[src/icFetchPkg.sv]
package icFetchPkg;

	localparam int addrBits     = 20;	// byte address
	localparam int lineBits     = 128;	// 8 halfwords per line
	localparam int lineAddrBits = 16;	// address without the 4 offset bits
	localparam int windowBits   = 48;	// up to 3 halfwords
	localparam int halfBits     = 16;

	// status seen on the memory port and, from the tile, on the fetch side
	typedef enum logic [1:0] {
		memOkReady = 2'd0,
		memOkOk    = 2'd1,
		memOkHold  = 2'd2
	} memOk_t;

	typedef enum logic [4:0] {
		memOpmReady  = 5'h00,	// idle
		memOpmRdTile = 5'h0F	// read one whole line
	} memOpm_t;

	typedef logic [1:0] instrLen_t;	// halfwords, 1..3

	localparam logic [5:0] lenPrefix3 = 6'b111111;
	localparam logic [3:0] lenPrefix2 = 4'b1111;

	// length from the opcode prefix of the first halfword
	function automatic instrLen_t lenOf(input logic [halfBits-1:0] half);
		instrLen_t len;
		len = 2'd1;
		if (half[halfBits-1 -: 6] == lenPrefix3)
			len = 2'd3;
		else if (half[halfBits-1 -: 4] == lenPrefix2)
			len = 2'd2;
		return len;
	endfunction

endpackage
[src/fetchIf.sv]
`timescale 1ns/10ps

interface fetchIf;

	logic [icFetchPkg::addrBits-1:0]   pc;		// fetch PC, halfword aligned
	logic                              pcValid;
	icFetchPkg::memOk_t                status;	// OK on a hit
	logic [icFetchPkg::windowBits-1:0] window;	// first halfword in the low bits
	icFetchPkg::instrLen_t             len;
	logic                              take;	// consumer accepts this instruction

	modport pcGen (
		output pc,
		output pcValid,
		input  len,
		input  take
	);

	modport tile (
		input  pc,
		input  pcValid,
		output status,
		output window,
		output len
	);

	modport aligner (
		input  pc,
		input  status,
		input  window,
		input  len,
		output take
	);

endinterface

[src/icFetchTop.sv]
`timescale 1ns/10ps

module icFetchTop (
	input  logic                              clock,
	input  logic                              rstN,
	input  logic                              start,
	input  logic [icFetchPkg::addrBits-1:0]   startPc,
	output logic [icFetchPkg::windowBits-1:0] instr,
	output icFetchPkg::instrLen_t             instrLen,
	output logic [icFetchPkg::addrBits-1:0]   instrPc,
	output logic                              instrValid,
	input  logic                              instrReady,
	output logic [icFetchPkg::addrBits-1:0]   memAddr,
	output icFetchPkg::memOpm_t               memOpm,
	input  logic [icFetchPkg::lineBits-1:0]   memData,
	input  icFetchPkg::memOk_t                memOk
);

	fetchIf fetchBus ();	// PC, hit status, window and take

	fetchPcGen i_fetchPcGen (
		.clock   (clock),
		.rstN    (rstN),
		.start   (start),
		.startPc (startPc),
		.fetch   (fetchBus.pcGen)
	);

	// line buffer, only block that talks to memory
	icacheTile i_icacheTile (
		.clock   (clock),
		.rstN    (rstN),
		.fetch   (fetchBus.tile),
		.memAddr (memAddr),
		.memOpm  (memOpm),
		.memData (memData),
		.memOk   (memOk)
	);

	instrAligner i_instrAligner (
		.clock      (clock),
		.rstN       (rstN),
		.start      (start),
		.fetch      (fetchBus.aligner),
		.instr      (instr),
		.instrLen   (instrLen),
		.instrPc    (instrPc),
		.instrValid (instrValid),
		.instrReady (instrReady)
	);

endmodule

[src/instrAligner.sv]
`timescale 1ns/10ps

module instrAligner (
	input  logic                              clock,
	input  logic                              rstN,
	input  logic                              start,
	fetchIf.aligner                           fetch,
	output logic [icFetchPkg::windowBits-1:0] instr,
	output icFetchPkg::instrLen_t             instrLen,
	output logic [icFetchPkg::addrBits-1:0]   instrPc,
	output logic                              instrValid,
	input  logic                              instrReady
);

	logic                              slotFree;
	logic [icFetchPkg::windowBits-1:0] masked;

	assign slotFree   = !instrValid || instrReady;	// empty or draining now
	assign fetch.take = (fetch.status == icFetchPkg::memOkOk) && slotFree && !start;

	// zero the halfwords past the decoded length
	always_comb
	begin
		masked = fetch.window;
		case (fetch.len)
			2'd1:
				masked[icFetchPkg::windowBits-1:icFetchPkg::halfBits] = '0;
			2'd2:
				masked[icFetchPkg::windowBits-1:2*icFetchPkg::halfBits] = '0;
			default:
				;
		endcase
	end

	always_ff @(posedge clock)
	begin
		if (!rstN)
			instrValid <= 1'b0;
		else if (start)
			instrValid <= 1'b0;	// drop whatever belongs to the old stream
		else if (fetch.take)
			instrValid <= 1'b1;
		else if (instrReady)
			instrValid <= 1'b0;
	end

	always_ff @(posedge clock)
	begin
		if (fetch.take)
		begin
			instr    <= masked;
			instrLen <= fetch.len;
			instrPc  <= fetch.pc;
		end
	end

	outputHeld: assert property (
		@(posedge clock) disable iff (!rstN)
		(instrValid && !instrReady && !start)
			|=> (instrValid && $stable(instr) && $stable(instrLen) && $stable(instrPc))
	)
	else
		$error("output changed under back-pressure");

endmodule

[src/icacheTile.sv]
`timescale 1ns/10ps

module icacheTile (
	input  logic                            clock,
	input  logic                            rstN,
	fetchIf.tile                            fetch,
	output logic [icFetchPkg::addrBits-1:0] memAddr,
	output icFetchPkg::memOpm_t             memOpm,
	input  logic [icFetchPkg::lineBits-1:0] memData,
	input  icFetchPkg::memOk_t              memOk
);

	typedef enum logic [1:0] {
		fillIdle,
		fillReq,	// RD_TILE out and waiting for OK
		fillDrain	// back at READY until memory drops OK
	} fillState_t;

	// slot 0 holds even lines and slot 1 odd lines
	logic [icFetchPkg::lineBits-1:0]     lineData [2];
	logic [icFetchPkg::lineAddrBits-2:0] lineTag [2];	// line address without bit 0
	logic [1:0]                          lineValid;

	logic [icFetchPkg::lineAddrBits-1:0] pcLine;
	logic [icFetchPkg::lineAddrBits-1:0] nextLine;
	logic [2:0]                          halfIdx;
	logic                                curSel;
	logic                                nxtSel;
	logic                                curHit;
	logic                                nxtHit;
	logic                                needNext;
	logic                                missCur;
	logic                                missNxt;
	logic [2*icFetchPkg::lineBits-1:0]   pairData;

	fillState_t                          fillState;
	logic [icFetchPkg::lineAddrBits-1:0] fillLine;	// line being fetched
	logic [icFetchPkg::lineAddrBits-1:0] reqLine;

	assign pcLine   = fetch.pc[icFetchPkg::addrBits-1 -: icFetchPkg::lineAddrBits];
	assign nextLine = pcLine + {{(icFetchPkg::lineAddrBits-1){1'b0}}, 1'b1};
	assign halfIdx  = fetch.pc[3:1];

	assign curSel = pcLine[0];
	assign nxtSel = nextLine[0];

	assign curHit = lineValid[curSel]
		&& (lineTag[curSel] == pcLine[icFetchPkg::lineAddrBits-1:1]);
	assign nxtHit = lineValid[nxtSel]
		&& (lineTag[nxtSel] == nextLine[icFetchPkg::lineAddrBits-1:1]);

	// index 6 or 7 spills a 3-halfword window into the next line
	assign needNext = (halfIdx[2:1] == 2'b11);

	assign missCur = fetch.pcValid && !curHit;
	assign missNxt = fetch.pcValid && needNext && !nxtHit;

	// lower missing line first
	assign reqLine = missCur ? pcLine : nextLine;

	always_comb
	begin
		if (fetch.pcValid && !missCur && !missNxt)
			fetch.status = icFetchPkg::memOkOk;
		else
			fetch.status = icFetchPkg::memOkHold;
	end

	// current line low and next line high, slid down by the halfword index
	assign pairData     = {lineData[nxtSel], lineData[curSel]};
	assign fetch.window = pairData[{1'b0, halfIdx, 4'b0000} +: icFetchPkg::windowBits];
	assign fetch.len    = icFetchPkg::lenOf(fetch.window[icFetchPkg::halfBits-1:0]);

	assign memAddr = {fillLine, {(icFetchPkg::addrBits-icFetchPkg::lineAddrBits){1'b0}}};

	always_ff @(posedge clock)
	begin
		if (!rstN)
		begin
			fillState <= fillIdle;
			memOpm    <= icFetchPkg::memOpmReady;
			lineValid <= 2'b00;
		end
		else
		begin
			case (fillState)
				fillIdle:
				begin
					if (missCur || missNxt)
					begin
						memOpm    <= icFetchPkg::memOpmRdTile;
						fillState <= fillReq;
					end
				end
				fillReq:
				begin
					if (memOk == icFetchPkg::memOkOk)
					begin
						lineValid[fillLine[0]] <= 1'b1;	// hit from next cycle
						memOpm                 <= icFetchPkg::memOpmReady;
						fillState              <= fillDrain;
					end
				end
				fillDrain:
				begin
					if (memOk != icFetchPkg::memOkOk)
						fillState <= fillIdle;
				end
				default:
					fillState <= fillIdle;
			endcase
		end
	end

	always_ff @(posedge clock)
	begin
		if (fillState == fillIdle)
			fillLine <= reqLine;	// frozen once the request is out
		if (fillState == fillReq && memOk == icFetchPkg::memOkOk)
		begin
			lineData[fillLine[0]] <= memData;
			lineTag[fillLine[0]]  <= fillLine[icFetchPkg::lineAddrBits-1:1];
		end
	end

	// request and address hold until memory answers
	memAddrHeld: assert property (
		@(posedge clock) disable iff (!rstN)
		(memOpm == icFetchPkg::memOpmRdTile && memOk != icFetchPkg::memOkOk)
			|=> (memOpm == icFetchPkg::memOpmRdTile && $stable(memAddr))
	)
	else
		$error("memAddr or memOpm changed while RD_TILE was waiting");

	// memory may lag one cycle in dropping OK but no more
	memOkInRead: assert property (
		@(posedge clock) disable iff (!rstN)
		(memOk == icFetchPkg::memOkOk)
			|-> (memOpm == icFetchPkg::memOpmRdTile
				|| $past(memOpm) == icFetchPkg::memOpmRdTile)
	)
	else
		$error("memOk OK outside of RD_TILE");

endmodule

[src/fetchPcGen.sv]
`timescale 1ns/10ps

module fetchPcGen (
	input  logic                            clock,
	input  logic                            rstN,
	input  logic                            start,
	input  logic [icFetchPkg::addrBits-1:0] startPc,
	fetchIf.pcGen                           fetch
);

	logic [icFetchPkg::addrBits-1:0] step;	// bytes consumed by this instruction

	// len is in halfwords, so twice that in bytes
	assign step = {{(icFetchPkg::addrBits-3){1'b0}}, fetch.len, 1'b0};

	always_ff @(posedge clock)
	begin
		if (!rstN)
		begin
			fetch.pcValid <= 1'b0;
			fetch.pc      <= '0;
		end
		else if (start)
		begin
			// restart wins over a take in the same cycle
			fetch.pcValid <= 1'b1;
			fetch.pc      <= {startPc[icFetchPkg::addrBits-1:1], 1'b0};
		end
		else if (fetch.take)
		begin
			fetch.pc <= fetch.pc + step;	// wraps in 20 bits
		end
	end

	// the consumer only takes a tile hit, and the tile never hits without a live PC
	takeNeedsPc: assert property (
		@(posedge clock) disable iff (!rstN)
		fetch.take |-> fetch.pcValid
	)
	else
		$error("take while pcValid is low");

endmodule

[config.mk]
export PLATFORM = sky130hd
export DESIGN_NAME = icFetchTop
export DESIGN_NICKNAME = d
export VERILOG_FILES = /design/src/icFetchPkg.sv /design/src/fetchIf.sv /design/src/icFetchTop.sv /design/src/instrAligner.sv /design/src/icacheTile.sv /design/src/fetchPcGen.sv
export SDC_FILE = /design/constraint.sdc
export NUM_CORES = 1
export LEC_CHECK = 0
export BUFFER_PORTS_ARGS = -buffer_cell sky130_fd_sc_hd__buf_2
export CAP_MARGIN = 10
export CELL_PAD_IN_SITES_DETAIL_PLACEMENT = 1
export CELL_PAD_IN_SITES_GLOBAL_PLACEMENT = 1
export CORE_MARGIN = 3
export CORE_UTILIZATION = 30
export CTS_CLUSTER_SIZE = 25
export DETAILED_ROUTE_END_ITERATION = 10
export PLACE_DENSITY = 0.58
export SKIP_CTS_REPAIR_TIMING = 1
export SLEW_MARGIN = 20
export SYNTH_ARGS = -nofsm -noshare
export SYNTH_HDL_FRONTEND = slang
export SYNTH_SLANG_ARGS = --single-unit
[constraint.sdc]
create_clock -name clock -period 11.2 [get_ports clock]
set_input_delay 1.68 -clock clock [delete_from_list [all_inputs] [get_ports clock]]
set_output_delay 1.68 -clock clock [all_outputs]
set_load 0.01 [all_outputs]
Yosys cells after proc, flatten, opt, wreduce, memory -nomap -nowiden
Memory sizes are Yosys's and may differ from the RTL's. A register that Yosys moved wholly into a read port is not among the register bits.
Index checks and enable logic that the tools add are counted.
{"block": "op_classes", "n_addsub": 2, "n_mul": 0, "div": 0, "n_lt_le_gt_ge": 4, "n_eq_ne": 15, "shift": 1, "mux": 27, "bitwise_logic": 2, "n_reduce_logical": 28}
{"op": "variable part select 256 x 8 -> 48 bit", "count": 1}
{"op": "2-to-1 mux 20 bit", "count": 2}
{"op": "equality test 15 bit", "count": 2}
{"op": "adder 20 x 3 -> 20 bit", "count": 1}
{"op": "adder 16 x 1 -> 16 bit (second input constant)", "count": 1}
{"op": "2-to-1 mux 16 bit", "count": 1}
{"op": "2-to-1 mux 1 bit", "count": 13}
{"op": "2-to-1 mux 2 bit", "count": 6}
{"op": "logical AND 1 bit", "count": 11}
{"op": "2-to-1 mux 5 bit", "count": 2}
{"op": "case mux 5 bit (2 select lines)", "count": 1}
{"op": "equality test 2 x 1 -> 1 bit (second input constant)", "count": 4}
{"op": "!= test 2 x 1 -> 1 bit (second input constant)", "count": 4}
{"op": "equality test 2 bit (second input constant)", "count": 3}
{"op": "equality test 6 bit (second input constant)", "count": 1}
{"op": "zero test 1 bit", "count": 6}
{"op": "< comparator 1 x 2 -> 1 bit (second input constant)", "count": 3}
{"op": "case mux 2 bit (3 select lines)", "count": 1}
{"op": "AND reduction 3 bit", "count": 2}
{"op": "nonzero test 2 bit", "count": 3}
{"op": "equality test 4 bit (second input constant)", "count": 1}
{"op": "OR reduction 2 bit", "count": 2}
{"op": "zero test 2 bit", "count": 1}
{"op": "logical OR 1 bit", "count": 2}
{"op": "5 further kinds", "count": 5}
{"block": "totals", "register_bits": 117, "latch_bits": 0, "ram_bits": 286, "romBits": 0, "inputBits": 154, "out_inout_bits": 96, "wordCells": 94, "mem_count": 2}
{"memory": "i_icacheTile.lineData", "words": 2, "width": 128, "rd": 2, "rd_clocked_by_memory_dff": 1, "wr": 1, "line": "icacheTile.sv:20", "source": "logic [icFetchPkg::lineBits-1:0] lineData [2];"}
{"memory": "i_icacheTile.lineTag", "words": 2, "width": 15, "rd": 2, "rd_clocked_by_memory_dff": 1, "wr": 1, "line": "icacheTile.sv:21", "source": "logic [icFetchPkg::lineAddrBits-2:0] lineTag [2];"}

Longest topological paths before layout
{"block": "logic_depth", "ltp_word": 16, "mapped_depth": 18, "depth_no_buf": 16}

By module
From an unflattened synthesis, not the netlist that was laid out.
{"block": "hier_totals", "cells_unflattened": 1142, "hier_area_um2": 18848.1}
{"mod": "icacheTile", "instances": 1, "cells_each": 890, "area_per_inst_um2": 15260.9, "seq_area_each_um2": 9168.8}
{"mod": "instrAligner", "instances": 1, "cells_each": 112, "area_per_inst_um2": 2409.8, "seq_area_each_um2": 2122.0}
{"mod": "fetchPcGen", "instances": 1, "cells_each": 140, "area_per_inst_um2": 1177.4, "seq_area_each_um2": 400.4}

Worst setup path after synthesis
Ideal clock, no wire load.
{"block": "synth_path", "path_type": "input-to-reg", "from": "input port memOk[0]", "to": "memory i_icacheTile.lineData[0][0] (netlist bit) (enable)", "setup_time_ns": 0.664, "arrival_time_ns": 8.441, "required_ns": 10.536, "slack_ns": 2.095, "path_stages": 3, "n_path_buf": 0, "cell_sequence": "nor2b_1 nor3b_1 nor2b_1"}
{"block": "synth_between", "elab_chain_len": 4}
{"item": "from (decl)", "line": "icFetchTop.sv:16", "source": "input icFetchPkg::memOk_t memOk"}
{"item": "equality test 2 x 1 -> 1 bit", "line": "icacheTile.sv:119", "source": "if (fillState == fillReq && memOk == icFetchPkg::memOkOk)"}
{"item": "logical AND 1 bit", "line": "icacheTile.sv:119"}
{"item": "2-to-1 mux 1 bit", "line": "icacheTile.sv:119"}
{"item": "2-to-1 mux 1 bit (implied by the code)", "line": "icacheTile.sv:121", "source": "lineData[fillLine[0]] <= memData;"}
{"item": "to (decl)", "line": "icacheTile.sv:20"}
Every way passes these cells.

==> out/qor.csv <==
stage,metric,value,unit
clocking,cts_buffer_depth,3,
detailed_routing,routed_wl,51190,um
die,ioPinCount,250,
yosys,synth_top_flop_cell,edfxtp_1,
clocking,cts.sinks,398,
timing,rsz0062_at_grt,false,
power,power_density,164.0,mW/mm^2
timing,period_share,55.85,%
critical_path,slowest_stage,dfxtp_4,
yosys,synthTopCellsByCount,"edfxtp_1, mux2i_1, mux4_2",
yosys,ys_seq_area_share,62.72,%
timing,drv_slew,0,
detailed_routing,drtIter0Drc,602,
die,coreArea,0.06092,mm^2
power,vdd_drop_max,0.0001176,V
detailed_routing,routed-via-count,11330,
detailed_routing,avgRoutedWirePerCell,22.53,um
power,seqPwrFrac,47.3,%
clocking,cts_tree,done,
timing,min_period,6255,ps
die,start_util,30.57,%
clocking,h-tree-depth,2,
run_status,run_status,"finished, final reports clean",
yosys,synth_area_leader_cell,edfxtp_1,
layout,area_delta_synth_final,18.82,%
layout,final_layout_size_suffix_gt1_share,31.76,%
power,pwr-share-comb,8.5,%
die,rows,90,
timing,setup_viol,0,
critical_path,path_class,flop to flop,
placement,port_buffers,242,
yosys,synth_cells,1187,
power,total_power,3.629,mW
placement,place_hpwl,34120,um
detailed_routing,drcViolationCount,0,
yosys,synth_edf_count,371,
critical_path,path_cells,"buf_12, mux2_2, nor2_1, a21oi_1, mux4_2, nand4_1, buf_4, inv_1, nand2_1, ha_1, fa_1, nand2_1, or3_1, or2_2, nor2_1, inv_1, or4_1, a31oi_1",
timing,fin_tns_setup,0,ps
yosys,synth_most_common_cell,edfxtp_1,
timing,tightest_slew,1008,ps
critical_path,worstPathRequired,11700,ps
placement,place_inst,2178,
critical_path,cp-end-kind,flop,
power,p_sw_share,22.96,%
power,total_leakage_power,7.460,nW
yosys,syn_area_per_cell,15.69,um^2
yosys,yosysTopAreaCellShare,59.82,%
critical_path,crit_path_start_kind,flop,
timing,maxSlewHeadroom,32.81,%
global_routing,first_global_vias,12160,
die,die_h,255.2,um
power,clkPwrFrac,44.2,%
yosys,netlist_area,0.01862,mm^2
detailed_routing,first_pass_iters,4,
layout,stdcell_count,2272,
global_routing,track_usage,15.66,%
yosys,ys_ff_latch,398,
layout,num-fill-cells,6283,
yosys,synth_top_cells_by_area,"edfxtp_1, mux4_2, mux2i_1, dfxtp_1, a211oi_1",
global_routing,grt_pass1_wl,76020,um
critical_path,slowest_delay,830,ps
critical_path,crit_fanout,123,
timing,fin_hold_ws,477.7,ps
clocking,clk_latency,590,ps
placement,gp_congestion,0.8431,
power,switchingPower,833.2,uW
layout,fin_nets,1558,
global_routing,antenna_found_initial,17,
global_routing,grt_start_max_net_pins,124,
die,dieArea,0.06511,mm^2
yosys,yosysUniqueCellTypes,63,
power,p_int,2.795,mW
clocking,clock_tree.root_cell,clkbuf_16,
clocking,clkSlewWorstSetupHoldPaths,60,ps
detailed_routing,post_drt_via_cell_ratio,4.985,
timing,fmax,0.1599,GHz
detailed_routing,ant_nets,0,
clocking,cts_made_buffers,48,
yosys,yosysWarnings,0,
die,die_width,255.2,um
job,drv_cap,0,
timing,hold_viol,0,
timing,fin_worst_skew,17.12,ps
global_routing,grt.overflow.total,0,
critical_path,worstPathArrival,6750,ps
worst_hold_path,worstHoldPathType,flop to flop,
yosys,synthArstFlopShare,0,%
-- through the flow --
| step | area [um^2] | utilization [%] | setup WS [ps] |
|---|---|---|---|
| after detailed placement | 20480 | 33.62 | 4690 |
| after global routing | 22120 | 36.31 | 4395 |
| final | 22130 | 36.32 | 4945 |
| after CTS | 22120 | 36.30 | 4683 |
| after floorplan | 18640 | - | 2095 |
| after global placement | 20480 | 33.62 | 4767 |
-- cell families after synthesis --
| logic type | synth area share, % |
|---|---|
| flip-flops | 62.72 |
| multiplexers | 19.21 |
| AND/OR/NAND/NOR | 5.784 |
| AO/OA/AOI/OAI | 6.181 |
| buffers and inverters | 3.245 |
| XOR/XNOR | 2.533 |
| adder cells (fa/ha/maj) | 0.3091 |
| other | 0.02014 |
-- critical path: cells and delay by family (launching register included) --
family          cells  cell delay [ps]
compound gates      2              240
flops               1              830
fa+ha+maj           2              440
buf+inv             4             1260
mux                 2              960
simple gates        8             2370
-- state kept, by name, summed over array words and instances, names as in the netlist, 2 cells and up, named ones only --
register and count:
i_fetchPcGen.fetch.pc 19, i_icacheTile.fillLine 16, i_icacheTile.fillState 2, i_icacheTile.lineData 256, i_icacheTile.lineTag 30, i_icacheTile.lineValid 2, i_instrAligner.instr 48, i_instrAligner.instrLen 2
i_instrAligner.instrPc 19
-- per-layer routing --
layer,GRT usage (%),routed length [um],share of wire (%),vias to the layer above
li1,-,-,-,5153
met1,19.07,21120,41,5784
met2,27.01,25380,50,278
met3,4.441,3329,6.5,92
met4,4.789,1234,2.4,20
met5,0,120,0.23,-
-- power by group through the flow --
stage | sequential, mW | clock, mW | combinational (mW)
after global placement | 1.75 | 0 | 0.307
after global routing | 1.72 | 1.72 | 0.338
after floorplan | 1.72 | 0 | 0.233
final | 1.72 | 1.60 | 0.307
after detailed placement | 1.75 | 0 | 0.314
after CTS | 1.72 | 1.66 | 0.315
-- layout by cell type, fill, tap and decap left out, drive strengths merged, types with 5 or more instances in the layout --
cell type  count
nor2b         36
inv           10
nor3           8
buf          256
bufinv         8
a21oi         38
xnor2         34
clkbuf        59
edfxtp       371
nor4          13
nand4         13
diode          5
o31ai          9
or4            9
nor2          53
dfxtp         27
nand2         23
xor2          17
a31oi         17
clkinv        21
o21ai         25
nand3          9
mux2i        156
mux4          80
or3            9
mux2          19
a211oi        65
and3           5
conb           6
-- path summary, 6_finish.rpt --
path | cells after the start | slack [ps] | to | start
setup reg to reg | 18 | 4950 | i_fetchPcGen.fetch.pc[17]$_SDFFE_PN0P_ | flop
hold / removal | 0 | 480 | i_icacheTile.lineTag[0][2]$_DFFE_PP_ | i_icacheTile.fillLine[3]$_DFFE_PP_
setup / recovery | 18 | 4950 | i_fetchPcGen.fetch.pc[17]$_SDFFE_PN0P_ | flop
hold reg to reg | 0 | 480 | i_icacheTile.lineTag[0][2]$_DFFE_PP_ | i_icacheTile.fillLine[3]$_DFFE_PP_
-- cell type report --
cell class	count	area, um^2	share of cell area, %
Tap cell	828	1036	4.682
Timing Repair Buffer	256	1329	6.005
Antenna cell	5	12.51	0.05654
Clock inverter	30	381.6	1.725
Clock buffer	59	1252	5.660
Inverter	10	37.54	0.1696
Sequential cell	398	11700	52.87
Multi-Input combinational cell	686	6380	28.83
Note: power is estimated with default switching activity, not from simulation.
